File: config.mk
export PLATFORM = sky130hd
export DESIGN_NAME = reg_file
export DESIGN_NICKNAME = d
export VERILOG_FILES = /design/src/hdl/silver_pkg.sv /design/src/hdl/reg_file.sv
export VERILOG_INCLUDE_DIRS = /design/src /design/src/hdl
export SDC_FILE = /design/constraint.sdc
export NUM_CORES = 2
export LEC_CHECK = 0
export BUFFER_PORTS_ARGS = -buffer_cell sky130_fd_sc_hd__buf_2
export CELL_PAD_IN_SITES_DETAIL_PLACEMENT = 2
export CELL_PAD_IN_SITES_GLOBAL_PLACEMENT = 2
export CORE_ASPECT_RATIO = 0.6
export CORE_UTILIZATION = 40
export CTS_CLUSTER_DIAMETER = 30
export DETAILED_ROUTE_END_ITERATION = 6
export PLACE_DENSITY_LB_ADDON = 0.1
export SETUP_SLACK_MARGIN = 0.05
export SYNTH_ARGS = -nofsm -noshare
export SYNTH_HDL_FRONTEND = slang
export SYNTH_SLANG_ARGS = --single-unit
File: constraint.sdc
create_clock -name clk -period 3.2 [get_ports clk]
set_clock_uncertainty 0.05 [all_clocks]
set_input_delay 0.16 -clock clk [delete_from_list [all_inputs] [get_ports clk]]
set_output_delay 0.16 -clock clk [all_outputs]
set_load 0.02 [all_outputs]
File: src/hdl/silver_cfg.svh
//////////////////////////////////////////////////
// Silver core widths
// word, register address, immediate and I/O sizes
//////////////////////////////////////////////////

`ifndef SILVER_CFG_SVH
`define SILVER_CFG_SVH

`define SILVER_WORD_W 32
`define SILVER_REG_AW 6   // 64 registers
`define SILVER_IMM_W  6   // small operand immediate
`define SILVER_OUT_W  10
`define SILVER_IN_W   2

`endif

File: src/hdl/silver_pkg.sv
//////////////////////////////////////////////////
// Silver core types
// opcodes, ALU functions and stage payloads
//////////////////////////////////////////////////

`include "silver_cfg.svh"

package silver_pkg;

   typedef logic [`SILVER_WORD_W-1:0] word_t;
   typedef logic [`SILVER_REG_AW-1:0] reg_addr_t;

   // kept opcodes only, everything else decodes to op_invalid
   typedef enum logic [5:0] {
      op_normal     = 6'd0,
      op_shift      = 6'd1,
      op_out        = 6'd6,
      op_in         = 6'd7,
      op_load_const = 6'd13,
      op_load_upper = 6'd14,
      op_invalid    = 6'd15
   } opc_e;

   typedef enum logic [3:0] {
      f_add, f_add_carry, f_sub, f_carry,
      f_overflow, f_inc, f_dec, f_mul,
      f_mulhu, f_and, f_or, f_xor,
      f_equal, f_less, f_lower, f_snd
   } alu_func_e;

   typedef enum logic [1:0] {sh_ll, sh_lr, sh_ar, sh_ror} shift_e;

   typedef struct packed {
      opc_e      opc;
      alu_func_e func;
      word_t     a;
      word_t     b;
      word_t     w;
      reg_addr_t a_addr;
      reg_addr_t b_addr;
      reg_addr_t w_addr;
      logic      a_reg;   // operand came from a register
      logic      b_reg;
      logic      w_reg;
      word_t     imm;     // LoadConstant / LoadUpperConstant value
   } dec_t;

   typedef struct packed {
      opc_e                   opc;
      reg_addr_t              w_addr;
      word_t                  alu_res;
      word_t                  shift_res;
      word_t                  w_old;
      word_t                  imm;
      logic [`SILVER_IN_W-1:0] din;
   } exe_t;

endpackage

File: src/hdl/reg_file.sv
//////////////////////////////////////////////////
// Register file, 64 x 32
// three read ports, one write port, write-through
//////////////////////////////////////////////////

`timescale 1ns/10ps

module reg_file (
   input  logic                  clk,
   input  logic                  reset,
   input  silver_pkg::reg_addr_t rd_addr_a,
   input  silver_pkg::reg_addr_t rd_addr_b,
   input  silver_pkg::reg_addr_t rd_addr_w,
   output silver_pkg::word_t     rd_data_a,
   output silver_pkg::word_t     rd_data_b,
   output silver_pkg::word_t     rd_data_w,
   input  logic                  wb_en,
   input  silver_pkg::reg_addr_t wb_addr,
   input  silver_pkg::word_t     wb_data
);
   import silver_pkg::*;

   localparam int n_regs = 2 ** $bits(reg_addr_t);

   word_t regs [n_regs];

   // same-cycle write is visible to decode
   function automatic word_t read_port(input reg_addr_t addr);
      if (wb_en && wb_addr == addr)
         return wb_data;
      return regs[addr];
   endfunction

   always_comb begin
      rd_data_a = read_port(rd_addr_a);
      rd_data_b = read_port(rd_addr_b);
      rd_data_w = read_port(rd_addr_w);
   end

   always_ff @(posedge clk) begin
      if (reset) begin
         for (int i = 0; i < n_regs; i++)
            regs[i] <= '0;
      end else if (wb_en) begin
         regs[wb_addr] <= wb_data;
      end
   end

endmodule

==> flow_summary.json <==
{
  "outcome": "finished, violations left",
  "violated_checks": "DRC, setup timing",
  "fmax_mhz": 264.0,
  "synth_warnings": 0,
  "timing.final.max_slew_violations": 0,
  "share_comb_of_total_power": 0.156,
  "areaGrowthSynthToFinish_pct": 24.78,
  "clock_tree.root_cell": "clkbuf_16",
  "syn_area_per_cell_um2": 14.38,
  "floorplan.initialDensity": 0.4032,
  "async_flop_share": 0,
  "worst_case_hold_path_end_point": "regs[21][25]",
  "layout.cell_area.non_filler_um2": 157700,
  "hold_path_class": "primary input to flip-flop",
  "worstMarginPinSlew_ns": 1.387,
  "grt_pass1_vias": 101300,
  "post_route_cells_drive_above_1_share": 0.3890,
  "dr_total_vias": 100800,
  "cp_max_fo": 3,
  "setup_repair_after_global_routing_missed_its_margin": "yes",
  "endpoint_kind": "primary output",
  "timing.setup.critical_path_class": "flip-flop to primary output",
  "final-hold-violation-count": 0,
  "grt_use_met1": 0.5873,
  "drt_pass1_iterations": 7,
  "tritoncts_clock_tree": "yes",
  "worst-endpoint-required_ns": 2.99,
  "antenna_left": 0,
  "cell_internal_pwr_w": 0.06709,
  "gp_routability_congestion": 0.9802,
  "final-seq-area_um2": 61500,
  "worst_hold_start": "wb_data[25]",
  "initialDrtViolationCount": 16350,
  "num-nets-final": 9557,
  "grt_remaining_overflow": 0,
  "synth_area_leader_cell": "edfxtp_1",
  "setup_viol": 84,
  "fill_cells": 28520,
  "multiInputGateArea_um2": 63340,
  "use_met2": 0.5947,
  "grt_first_pass_wirelength_mm": 913.3,
  "route.final.wire_length_mm": 681.8,
  "fin_cells": 14100,
  "power_per_cell_area_nw_per_um2": 596.8,
  "boundaryPins": 155,
  "number_of_enable_type_register_cells_in_the_synthesized_netlist": 2048,
  "grt_antenna_before_repair": 87,
  "vias_per_cell": 7.145,
  "grtUsageMet3": 0.1220,
  "portBuffers": 154,
  "synth.ff_latch_count": 2048,
  "timing.max_slew.rel_slack": 0.07097,
  "fin_util": 0.5031,
  "place_hpwl_mm": 466.6,
  "power.clock.fraction": 0.500,
  "p_leak_nw": 56.10,
  "critPathLaunchType": "flip-flop",
  "worstPathArrival_ns": 3.58,
  "worst_hold_path.num_cells": 2,
  "place.detailed.instances": 13100,
  "row_count": 159,
  "commonest_cells_after_routing_fill_and_taps_aside": "2,063 x and2_1, 2,048 x edfxtp_1, 1,408 x mux4_2, 858 x buf_4, 546 x mux2i_1",
  "clock_tree.htree_level_count": 5,
  "min_clock_period_post_route_ns": 3.788,
  "global_route.peak_usage_layer": "met2",
  "max-clock-path-buffers": 4,
  "netlist.area_leader.share": 0.4865,
  "tritoncts_num_sinks": 2048,
  "synthesized_netlist_net_count": 8848,
  "post_synth_main_area_contributors": "edfxtp_1 49%, mux4_2 25%, and2_1 10%",
  "reg.largest.list": "regs x2048",
  "chipHeight_um": 437.4,
  "worst_ir_drop_vdd_v": 0.0004988,
  "global_route.usage.total": 0.4219,
  "maxCapViolCount": 0,
  "largest_register_ffs": 2048,
  "floorplan.die_area_um2": 318300,
  "route.detailed.drc": 1,
  "p_switching_w": 0.02705,
  "ys_seq_area_frac": 0.4865,
  "die_width_um": 727.7,
  "core-area_um2": 313500,
  "power_switching_share": 0.2873,
  "top_register": "regs",
  "final_common_cell": "and2_1",
  "postLayoutSetupSlackWorst_ns": -0.5878,
  "cts-buffers-inserted": 440,
  "placed_area_um2": 138900,
  "postSynth.topFlopCell": "edfxtp_1",
  "synth.lib_cells_used.distinct": 61,
  "grt_max_degree": 67,
  "min_period_over_period": 1.184,
  "power.share.sequential": 0.344,
  "postSynthCellCount": 8789,
  "synthesis.area_um2": 126400,
  "clock_transition_at_the_register_clock_pins_on_the_worst_setup_and_hold_paths_after_cts_ns": 0.05,
  "drt-wirelength-per-cell_um": 48.34,
  "hold-worst-slack_ns": 0.05244
}
## repair_timing
item                                   CTS  global route
resized for setup                      425           155
pin swaps                              121           112
setup buffers                           95            40
setup endpoints to repair               95            95
hold buffers                            30             0
endpoints found under the hold margin  953             0
## Yosys cell counts, types with 7 or more instances
master     instances
and2_1          2067
edfxtp_1        2048
mux4_2          1408
clkbuf_1         654
mux2i_1          554
a22oi_1          347
nand2_1          271
buf_2            240
nand3_1          179
nor2_1           157
or2_2             67
o22ai_1           62
nand4_1           58
nor3_1            58
a22o_1            55
o211ai_1          54
a21oi_1           51
buf_1             50
buf_4             48
a221oi_1          46
nor2b_1           44
nand2b_1          35
a211oi_1          21
o32ai_1           21
a31oi_1           19
o2111ai_1         19
o21ai_0           17
mux2_2            14
nor4_1            12
xnor2_1           11
a32oi_1            9
buf_6              9
nand3b_1           8
nor3b_1            7
## per-stage QoR
| step | TNS (ns) | total power [W] | worst slack, ns |
|---|---|---|---|
| global placement | -7.005 | 0.04576 | -0.7579 |
| finish | -18.04 | 0.09414 | -0.5878 |
| detailed placement | -7.216 | 0.04610 | -0.7310 |
| CTS | -21.25 | 0.09355 | -0.8021 |
| global route | -19.48 | 0.09555 | -0.5763 |
| floorplan | 0 | 0.03905 | 0.6753 |
## worst max-delay path, stage by stage (launching register included)
cell      delay, ns
edfxtp_1       0.50
mux4_2         0.52
mux4_2         0.53
mux2i_4        0.40
nor2_2         0.09
a211o_4        0.38
buf_6          0.17
## cells by family (layout without fill, tap and decap cells)
| group | after synthesis | after routing | synth area share |
|---|---|---|---|
| buffers and inverters | 1007 | 2093 | 0.03424 |
| other | 0 | 43 | 0 |
| AOI/OAI and AO/OA | 753 | 753 | 0.04458 |
| xor gates and xnor gates | 17 | 17 | 0.001178 |
| DFF | 2048 | 2048 | 0.4865 |
| and+or+nand+nor | 2988 | 2988 | 0.1375 |
| muxes | 1976 | 1976 | 0.2960 |
## how the worst max path moves through the flow
stage	from	endpoint	slack (ns)	cells past startpoint
6_report	regs[52][4]	rd_data_b[4]	-0.59	6
5_1_grt	regs[52][4]	rd_data_b[4]	-0.58	6
4_1_cts	regs[27][1]	rd_data_w[1]	-0.80	6
3_5_place_dp	rd_addr_b[0]	rd_data_b[6]	-0.73	11
3_3_place_gp	rd_addr_b[0]	rd_data_b[6]	-0.76	11
2_1_floorplan	wb_addr[2]	rd_data_b[13]	0.68	9
## power by group through the flow
stage / clock [W] / sequential (W) / combinational [W]
5_1_grt: 0.0484 / 0.0324 / 0.0148
2_1_floorplan: 0 / 0.0321 / 0.00696
6_report: 0.0471 / 0.0324 / 0.0147
3_5_place_dp: 0 / 0.0327 / 0.0134
4_1_cts: 0.0472 / 0.0323 / 0.0141
3_3_place_gp: 0 / 0.0326 / 0.0132
## area by class of cell
type | count | share of cell area
diodes | 43 | 0.0006822
clock buffers | 477 | 0.07123
well taps | 4186 | 0.03321
repair buffers | 1268 | 0.07980
clock inverters | 342 | 0.02348
multi-input cells | 5734 | 0.4016
flip-flops and latches | 2048 | 0.3899
inverters | 6 | 0.0001428
## layer usage
| metal | vias to the layer above | wire, µm |
|---|---|---|
| met4 | 12 | 43450 |
| met2 | 8565 | 287000 |
| li1 | 36310 | - |
| met3 | 1556 | 89540 |
| met1 | 54330 | 261700 |
| met5 | - | 81 |
(Power assumes the default switching activity.)
