==> src/hdl/silver_cfg.svh <==
//////////////////////////////////////////////////
// Silver core widths
// word, register address, immediate and I/O sizes
//////////////////////////////////////////////////

`ifndef SILVER_CFG_SVH
`define SILVER_CFG_SVH

`define SILVER_WORD_W 32
`define SILVER_REG_AW 6   // 64 registers
`define SILVER_IMM_W  6   // small operand immediate
`define SILVER_OUT_W  10
`define SILVER_IN_W   2

`endif

==> src/hdl/silver_pkg.sv <==
//////////////////////////////////////////////////
// Silver core types
// opcodes, ALU functions and stage payloads
//////////////////////////////////////////////////

`include "silver_cfg.svh"

package silver_pkg;

   typedef logic [`SILVER_WORD_W-1:0] word_t;
   typedef logic [`SILVER_REG_AW-1:0] reg_addr_t;

   // kept opcodes only, everything else decodes to op_invalid
   typedef enum logic [5:0] {
      op_normal     = 6'd0,
      op_shift      = 6'd1,
      op_out        = 6'd6,
      op_in         = 6'd7,
      op_load_const = 6'd13,
      op_load_upper = 6'd14,
      op_invalid    = 6'd15
   } opc_e;

   typedef enum logic [3:0] {
      f_add, f_add_carry, f_sub, f_carry,
      f_overflow, f_inc, f_dec, f_mul,
      f_mulhu, f_and, f_or, f_xor,
      f_equal, f_less, f_lower, f_snd
   } alu_func_e;

   typedef enum logic [1:0] {sh_ll, sh_lr, sh_ar, sh_ror} shift_e;

   typedef struct packed {
      opc_e      opc;
      alu_func_e func;
      word_t     a;
      word_t     b;
      word_t     w;
      reg_addr_t a_addr;
      reg_addr_t b_addr;
      reg_addr_t w_addr;
      logic      a_reg;   // operand came from a register
      logic      b_reg;
      logic      w_reg;
      word_t     imm;     // LoadConstant / LoadUpperConstant value
   } dec_t;

   typedef struct packed {
      opc_e                   opc;
      reg_addr_t              w_addr;
      word_t                  alu_res;
      word_t                  shift_res;
      word_t                  w_old;
      word_t                  imm;
      logic [`SILVER_IN_W-1:0] din;
   } exe_t;

endpackage

==> src/hdl/stage_if.sv <==
//////////////////////////////////////////////////
// Pipeline stage link
// valid strobe plus one registered payload
//////////////////////////////////////////////////

`timescale 1ns/10ps

interface stage_if #(
   parameter type payload_t = logic
) ();

   logic     valid;
   payload_t payload;

   modport producer (
      output valid,
      output payload
   );

   modport consumer (
      input valid,
      input payload
   );

endinterface

==> src/hdl/silver_decode.sv <==
//////////////////////////////////////////////////
// Silver decode stage
// opcode class, immediates, operand read
//////////////////////////////////////////////////

`timescale 1ns/10ps
`include "silver_cfg.svh"

module silver_decode (
   input  logic                  clk,
   input  logic                  reset,
   input  logic                  instr_valid,
   input  silver_pkg::word_t     instr,
   output silver_pkg::reg_addr_t rd_addr_a,
   output silver_pkg::reg_addr_t rd_addr_b,
   output silver_pkg::reg_addr_t rd_addr_w,
   input  silver_pkg::word_t     rd_data_a,
   input  silver_pkg::word_t     rd_data_b,
   input  silver_pkg::word_t     rd_data_w,
   stage_if.producer             dec
);
   import silver_pkg::*;

   localparam int pad_imm = `SILVER_WORD_W - `SILVER_IMM_W;
   localparam int pad_const = `SILVER_WORD_W - 23;
   localparam int pad_upper = `SILVER_WORD_W - 9;

   opc_e  opc;
   word_t imm_a;
   word_t imm_b;
   word_t imm_w;
   word_t const_mag;
   dec_t  dec_next;

   assign rd_addr_a = instr[22:17];
   assign rd_addr_b = instr[15:10];
   assign rd_addr_w = instr[30:25];

   always_comb begin
      opc = op_invalid;
      if (instr[24]) begin
         if (instr[31])
            opc = op_load_const;
         else if (instr[23:9] == '0)
            opc = op_load_upper;
      end else if (!instr[31]) begin
         case (instr[5:0])
            6'd0:    opc = op_normal;
            6'd1:    opc = op_shift;
            6'd6:    opc = op_out;
            6'd7:    opc = op_in;
            default: opc = op_invalid;   // memory, jumps, acc, interrupt
         endcase
      end
   end

   assign imm_a = {{pad_imm{instr[22]}}, instr[22:17]};
   assign imm_b = {{pad_imm{instr[15]}}, instr[15:10]};
   assign imm_w = {{pad_imm{instr[30]}}, instr[30:25]};
   assign const_mag = {{pad_const{1'b0}}, instr[22:0]};

   always_comb begin
      dec_next.opc = opc;
      if (opc == op_normal || opc == op_shift || opc == op_out)
         dec_next.func = alu_func_e'(instr[9:6]);
      else
         dec_next.func = f_and;
      dec_next.a_reg = !instr[23];
      dec_next.b_reg = !instr[16];
      dec_next.w_reg = !instr[31];
      dec_next.a_addr = rd_addr_a;
      dec_next.b_addr = rd_addr_b;
      dec_next.w_addr = rd_addr_w;
      dec_next.a = instr[23] ? imm_a : rd_data_a;
      dec_next.b = instr[16] ? imm_b : rd_data_b;
      dec_next.w = instr[31] ? imm_w : rd_data_w;
      if (opc == op_load_const)
         dec_next.imm = instr[23] ? -const_mag : const_mag;   // bit 23 is the sign
      else if (opc == op_load_upper)
         dec_next.imm = {{pad_upper{1'b0}}, instr[8:0]};
      else
         dec_next.imm = '0;
   end

   always_ff @(posedge clk) begin
      if (reset)
         dec.valid <= 1'b0;
      else
         dec.valid <= instr_valid && (opc != op_invalid);
   end

   always_ff @(posedge clk) begin
      dec.payload <= dec_next;
   end

endmodule

==> src/flat_wrapper.sv <==
// flat-port wrapper written by rule: the top's interface ports become plain ports
module silver_decode_flat import silver_pkg::*;
  (clk, reset, instr_valid, instr, rd_addr_a, rd_addr_b, rd_addr_w, rd_data_a, rd_data_b, rd_data_w, dec_valid, dec_payload);
  stage_if dec_i ();
  input  logic clk;
  input  logic reset;
  input  logic instr_valid;
  input  silver_pkg::word_t instr;
  output silver_pkg::reg_addr_t rd_addr_a;
  output silver_pkg::reg_addr_t rd_addr_b;
  output silver_pkg::reg_addr_t rd_addr_w;
  input  silver_pkg::word_t rd_data_a;
  input  silver_pkg::word_t rd_data_b;
  input  silver_pkg::word_t rd_data_w;
  output wire logic [$bits(dec_i.valid)-1:0] dec_valid;
  output wire logic [$bits(dec_i.payload)-1:0] dec_payload;
  assign dec_valid = dec_i.valid;
  assign dec_payload = dec_i.payload;
  silver_decode u_core (.clk(clk), .reset(reset), .instr_valid(instr_valid), .instr(instr), .rd_addr_a(rd_addr_a), .rd_addr_b(rd_addr_b), .rd_addr_w(rd_addr_w), .rd_data_a(rd_data_a), .rd_data_b(rd_data_b), .rd_data_w(rd_data_w), .dec(dec_i));
endmodule
==> config.mk <==
export PLATFORM = sky130hd
export DESIGN_NAME = silver_decode_flat
export DESIGN_NICKNAME = d
export VERILOG_FILES = /design/src/hdl/silver_pkg.sv /design/src/hdl/stage_if.sv /design/src/hdl/silver_decode.sv /design/src/flat_wrapper.sv
export VERILOG_INCLUDE_DIRS = /design/src /design/src/hdl
export SDC_FILE = /design/constraint.sdc
export NUM_CORES = 1
export LEC_CHECK = 0
export BUFFER_PORTS_ARGS = -buffer_cell sky130_fd_sc_hd__buf_2
export CORE_AREA = 4 4 57 59
export CTS_BUF_LIST = sky130_fd_sc_hd__clkbuf_4 sky130_fd_sc_hd__clkbuf_8 sky130_fd_sc_hd__clkbuf_16
export CTS_CLUSTER_SIZE = 30
export DETAILED_ROUTE_END_ITERATION = 6
export DIE_AREA = 0 0 61 63
export GPL_ROUTABILITY_DRIVEN = 0
export GPL_TIMING_DRIVEN = 0
export PLACE_DENSITY = 0.69
export SETUP_SLACK_MARGIN = 0.4
export SKIP_LAST_GASP = 1
export SYNTH_ARGS = -nofsm -noshare
export SYNTH_HDL_FRONTEND = slang
export SYNTH_SLANG_ARGS = --single-unit
==> constraint.sdc <==
create_clock -name clk -period 3.55 [get_ports clk]
set_clock_uncertainty 0.15 [all_clocks]
set_input_delay 0.355 -clock clk [delete_from_list [all_inputs] [get_ports clk]]
set_output_delay 0.355 -clock clk [all_outputs]
set_load 0.02 [all_outputs]
==> run_results.csv, run 1 <==
group,metric,value,unit
critical_path,cp.required,3.56,ns
synthesis,ys_seq_area_frac,0.140,
power,powerDensity,240,mW/mm2
routing,ant_nets,0,
clocking,post_cts_buffers,0,
clocking,cts_hold_buf,0,
power,max-vdd-ir-drop,0.140,mV
sta,drv_slew,0,
synthesis,yosysTopAreaCellShare,0.474,
routing,vias,400,
critical_path,path_cells,"buf_2 > nor4_1 > nand4_1 > o41ai_2 > o211a_1",
critical_path,endpoint_kind,"register",
floorplan,die-area,0.00384,mm2
clocking,path_clk_slew,0.03,ns
synthesis,ys_ff_latch,2,
critical_path,cp.arrival,1.45,ns
critical_path,slowest_stage,"o41ai_2",
clocking,root_buffer,"clkbuf_4",
sta,rsz0062_at_grt,"false",
clocking,cts_num_sinks,2,
sta,period_share,0.405,
routing,drt_iter0_markers,2,
placement,place_inst,109,
synthesis,synth_warnings,0,
critical_path,crit_buf_inv,1,
sta,setup_violations,0,
final_layout,multi_input_area,106,um2
synthesis,synth-edff-count,0,
routing,drc,0,
sta,maxSlewHeadroom,0.790,
critical_path,timing_worst_setup_path_type,"input port to register",
sta,worst_pin_slew,0.312,ns
routing,drtPass1Iterations,2,
sta,hold_viol,0,
power,p_leak,0.344,nW
clocking,cts_buffers,3,
clocking,h-tree-depth,1,
synthesis,yosys.cell_count.top_type,"buf_4",
critical_path,setup.worst_path.start_class,"input port",
critical_path,cp_max_fo,2,
flow_run,maxCapViolations,0,
synthesis,synthesis.nets,164,
clocking,cts.path.max_buffers,2,
final_layout,stdcell_count,112,
sta,fmax,0.696,GHz
final_layout,fillers,307,
synthesis,synthCells,33,
synthesis,post-synth-top-area-cell,"buf_4",
floorplan,start_util,0.105,
sta,fin_setup_tns,0,ns
final_layout,areaGrowthSynthToFinish,100,%
final_layout,post_route_cells_drive_above_1_share,0.864,
power,finalPower,0.137,mW
placement,io_buffers,45,
synthesis,synthArstFlopShare,0,
synthesis,ys_types,14,
critical_path,crit_cells,5,
global_route,first_global_vias,425,
hold_path,whs_path_depth,2,
routing,wl,1050,um
placement,dp_hpwl,981,um
synthesis,synthTopCellsByArea,"buf_4 47%, dfxtp_1 14%, o41ai_2 5.7%",
status,status,"complete, no violations",
floorplan,rows,19,
global_route,gr-total-overflow,0,
clocking,post_cts_resized,0,
final_layout,diodes,0,
hold_path,hold_class,"input port to register",
synthesis,synth_area,285,um2
critical_path,crit_family,"compound AO/OA/AOI/OAI gates",
floorplan,die_w,61,um
critical_path,slowest_delay,0.30,ns
floorplan,pin_count,151,
final_layout,nets,214,
routing,viasPerCell,3.57,
global_route,grt_max_degree,4,
floorplan,dieHeight,63,um
synthesis,netlist_top_cells_count,"18 x buf_4, 2 x dfxtp_1, 2 x nor4_1",
routing,wl_per_cell,9.40,um
global_route,antenna_found_initial,1,
global_route,grt_first_pass_wirelength,1500,um
synthesis,synth_flop_cell,"dfxtp_1",
floorplan,core,0.00271,mm2
global_route,track_usage,0.0520,
final_layout,register_area,40.0,um2
sta,min_period,1.44,ns
clocking,cts_tree,"done",
synthesis,syn_avg_cell_area,8.64,um2
==> stage by stage <==
step | setup slack, ns | hold slack (ns) | utilization | instance area [um2]
floorplan | 2.12 | 0.353 | - | 285
global placement | 1.89 | 0.451 | 0.203 | 549
detailed placement | 1.85 | 0.451 | 0.203 | 549
CTS | 2.08 | 0.220 | 0.211 | 572
global route | 2.02 | 0.222 | 0.211 | 572
finish | 2.11 | 0.226 | 0.211 | 572
==> path summary, 6_finish.rpt <==
check | slack (ns) | startpoint | end
max | 2.11 | instr[10] | u_core.dec.valid
min | 0.23 | instr[0] | u_core.dec.payload
==> routing by layer <==
layer / up-vias / GRT usage / wire (um)
li1: 195 / - / -
met3: 2 / 0.0289 / 260
met4: 2 / 0.0244 / 5
met2: 49 / 0.0749 / 360
met5: - / 0 / 20
met1: 152 / 0.0612 / 407
==> power breakdown <==
part / leakage [nW] / switching [mW] / internal (mW) / total, mW
Sequential: 0.0164 / 0.000150 / 0.0234 / 0.0236
Combinational: 0.314 / 0.0302 / 0.0324 / 0.0626
Clock: 0.0138 / 0.0136 / 0.0374 / 0.0510
Total: 0.344 / 0.0440 / 0.0933 / 0.137
==> placed cells by master (no fill, tap or decap), drive strengths merged <==
master | synthesis | layout
inv | 1 | 1
and3b | 1 | 1
nor4b | 1 | 1
or4 | 1 | 1
xor2 | 1 | 1
nor2 | 1 | 1
nor3 | 1 | 1
nor4 | 2 | 2
buf | 18 | 63
o41ai | 1 | 1
o211a | 1 | 1
clkbuf | 0 | 3
nand4 | 1 | 1
nand2 | 1 | 1
dfxtp | 2 | 2
==> registers in the layout, summed over array words and instances, names as in the netlist <==
register	cells
u_core.dec.valid	1
u_core.dec.payload	1
==> kinds of logic (layout without fill, tap and decap cells) <==
kind of cell              Yosys count  count (layout)  synth area share
buffers and inverters              19              67             0.487
and+or+nand+nor                     9               9             0.250
AOI/OAI and AO/OA                   2               2            0.0921
DFF                                 2               2             0.140
xor gates and xnor gates            1               1            0.0307
==> layout make-up <==
cell class,instances,area share
repair buffers,45,0.394
plain buffers,18,0.236
multi-input cells,12,0.186
flip-flops and latches,2,0.0700
well taps,31,0.0678
clock buffers,3,0.0394
inverters,1,0.00656
No activity file was read; power rests on OpenSTA's default activity.
==> run 2: changes to the inputs <==
Settings changed: CORE_AREA 4 4 57 59 to 4 4 56 58, DIE_AREA 0 0 61 63 to 0 0 60 62, PLACE_DENSITY 0.69 to 0.72.
Clock period 3.55 ns to 1.35 ns, I/O delays scaled along.
==> run 2 against run 1 <==
  * First-iteration DRC count decreased by 50%
  * Critical path depth unchanged
  * Global-route usage increased by 0.58 points
  * Count of clock-buffer cells in the layout unchanged
  * Cell count unchanged
  * Die area decreased by 3.2%
  * Clock power increased to 2.6 times the previous value
  * Via count decreased by 2.8%
  * Sequential power increased to 2.7 times the previous value
  * Setup slack got worse by 1.9 ns
  * Core utilization increased by 3.3 points
  * Critical path type unchanged
==> run_results.csv, run 2 (synthesized netlist as in run 1, its figures left out) <==
group,metric,value,unit
power,powerDensity,581,mW/mm2
critical_path,crit_family,"simple AND/OR/NAND/NOR gates",
critical_path,setup.worst_path.start_class,"input port",
global_route,gr-total-overflow,0,
final_layout,final_cell_mix,"39 x buf_2, 18 x buf_4, 6 x buf_6",
final_layout,fillers,305,
clocking,cts_buffers,3,
sta,hold_viol,0,
routing,drc,0,
sta,setup_violations,0,
sta,fmax,0.877,GHz
final_layout,post_route_cells_drive_above_1_share,0.914,
hold_path,hold_end,"u_core.dec.valid",
hold_path,hold_class,"input port to register",
critical_path,endpoint_kind,"register",
hold_path,whs_path_depth,2,
routing,drtPass1Iterations,4,
placement,dpl_worst_slack,-0.258,ns
sta,drv_slew,0,
clocking,cts_num_sinks,2,
final_layout,nets,214,
clocking,root_buffer,"clkbuf_4",
floorplan,pin_count,151,
floorplan,start_util,0.107,
critical_path,crit_buf_inv,1,
global_route,first_global_vias,379,
sta,min_period,1.14,ns
sta,worst_pin_slew,0.284,ns
critical_path,slowest_stage,"o41ai_2",
routing,ant_nets,0,
global_route,antenna_found_initial,0,
power,finalPower,0.378,mW
floorplan,rows,19,
critical_path,timing_worst_setup_path_type,"input port to register",
final_layout,stdcell_count,112,
final_layout,utilization,0.244,
floorplan,core,0.00266,mm2
placement,io_buffers,45,
floorplan,dieHeight,62,um
floorplan,die_w,60,um
final_layout,top_regs,"u_core.dec.payload (1), u_core.dec.valid (1)",
final_layout,layout_commonest_cell,"buf_2",
clocking,cts_tree,"done",
critical_path,cp.arrival,1.15,ns
global_route,track_usage,0.0578,
final_layout,areaGrowthSynthToFinish,128,%
final_layout,diodes,0,
sta,fin_setup_tns,0,ns
clocking,h-tree-depth,1,
global_route,grt_max_degree,4,
critical_path,path_cells,"buf_6 > nor4_4 > nand4_1 > o41ai_2 > and3b_1",
routing,wl_per_cell,9.62,um
sta,setup_ws,0.210,ns
routing,wl,1080,um
critical_path,cp.required,1.36,ns
flow_run,maxCapViolations,0,
placement,place_inst,109,
routing,viasPerCell,3.47,
routing,drt_iter0_markers,1,
floorplan,die-area,0.00372,mm2
sta,maxSlewHeadroom,0.809,
sta,rsz0062_at_grt,"true",
critical_path,cp_max_fo,2,
clocking,cts.path.max_buffers,2,
hold_path,worstHoldStart,"instr_valid",
power,max-vdd-ir-drop,0.306,mV
critical_path,slowest_delay,0.27,ns
clocking,path_clk_slew,0.03,ns
routing,vias,389,
status,status,"complete, no violations",
global_route,grt_first_pass_wirelength,1530,um
sta,period_share,0.844,
power,p_leak,0.365,nW
run 2: changes by cell type in the layout (fill, tap and decap cells not counted):
cell and change:
nor4_1 -2, buf_2 -6, nor4b_2 -1, nor4_4 +2, dfxtp_1 -2, dfxtp_2 +2
buf_6 +6, nor4b_4 +1
run 2: metal layers:
metal	global-route usage	wire length (um)
met1	0.0733	433
met2	0.0833	451
met3	0.0186	193
met4	0.0380	0
met5	0	0
run 2: worst max-delay path by stage:
| stage | start | endpoint | slack [ns] | cells past startpoint |
|---|---|---|---|---|
| after floorplan | instr[5] | u_core.dec.payload | 0.14 | 3 |
| after global placement | instr[18] | u_core.dec.payload | -0.23 | 5 |
| after detailed placement | instr[18] | u_core.dec.payload | -0.26 | 5 |
| after CTS | instr[19] | u_core.dec.payload | 0.19 | 5 |
| after global routing | instr[19] | u_core.dec.valid | 0.13 | 5 |
| final | instr[19] | u_core.dec.payload | 0.21 | 5 |
run 2: per-stage QoR:
| stage | hold slack, ns | area (um2) |
|---|---|---|
| floorplan | 0.133 | 300 |
| global placement | 0.227 | 564 |
| detailed placement | 0.236 | 564 |
| CTS | 0.00384 | 628 |
| global route | 0.0180 | 651 |
| finish | 0.0114 | 651 |
run 2: timing repair:
item,4_1_cts,5_1_grt
pin swaps,4,1
hold buffers,0,0
resized for setup,9,6
setup endpoints to repair,4,4
buffers inserted,0,0
run 2: area by class of cell:
cell class | count | area [um2] | share of cell area
Buffer | 18 | 135 | 0.208
Clock buffer | 3 | 22.5 | 0.0346
Inverter | 1 | 3.75 | 0.00577
Multi-Input combinational cell | 12 | 145 | 0.223
Sequential cell | 2 | 42.5 | 0.0654
Tap cell | 31 | 38.8 | 0.0596
Timing Repair Buffer | 45 | 263 | 0.404
run 2: where the power goes:
group | leakage (nW) | switching (mW) | internal, mW | total (mW)
clock | 0.0138 | 0.0330 | 0.0980 | 0.131
sequential | 0.0172 | 0.000931 | 0.0621 | 0.0630
combinational | 0.334 | 0.0859 | 0.0984 | 0.184
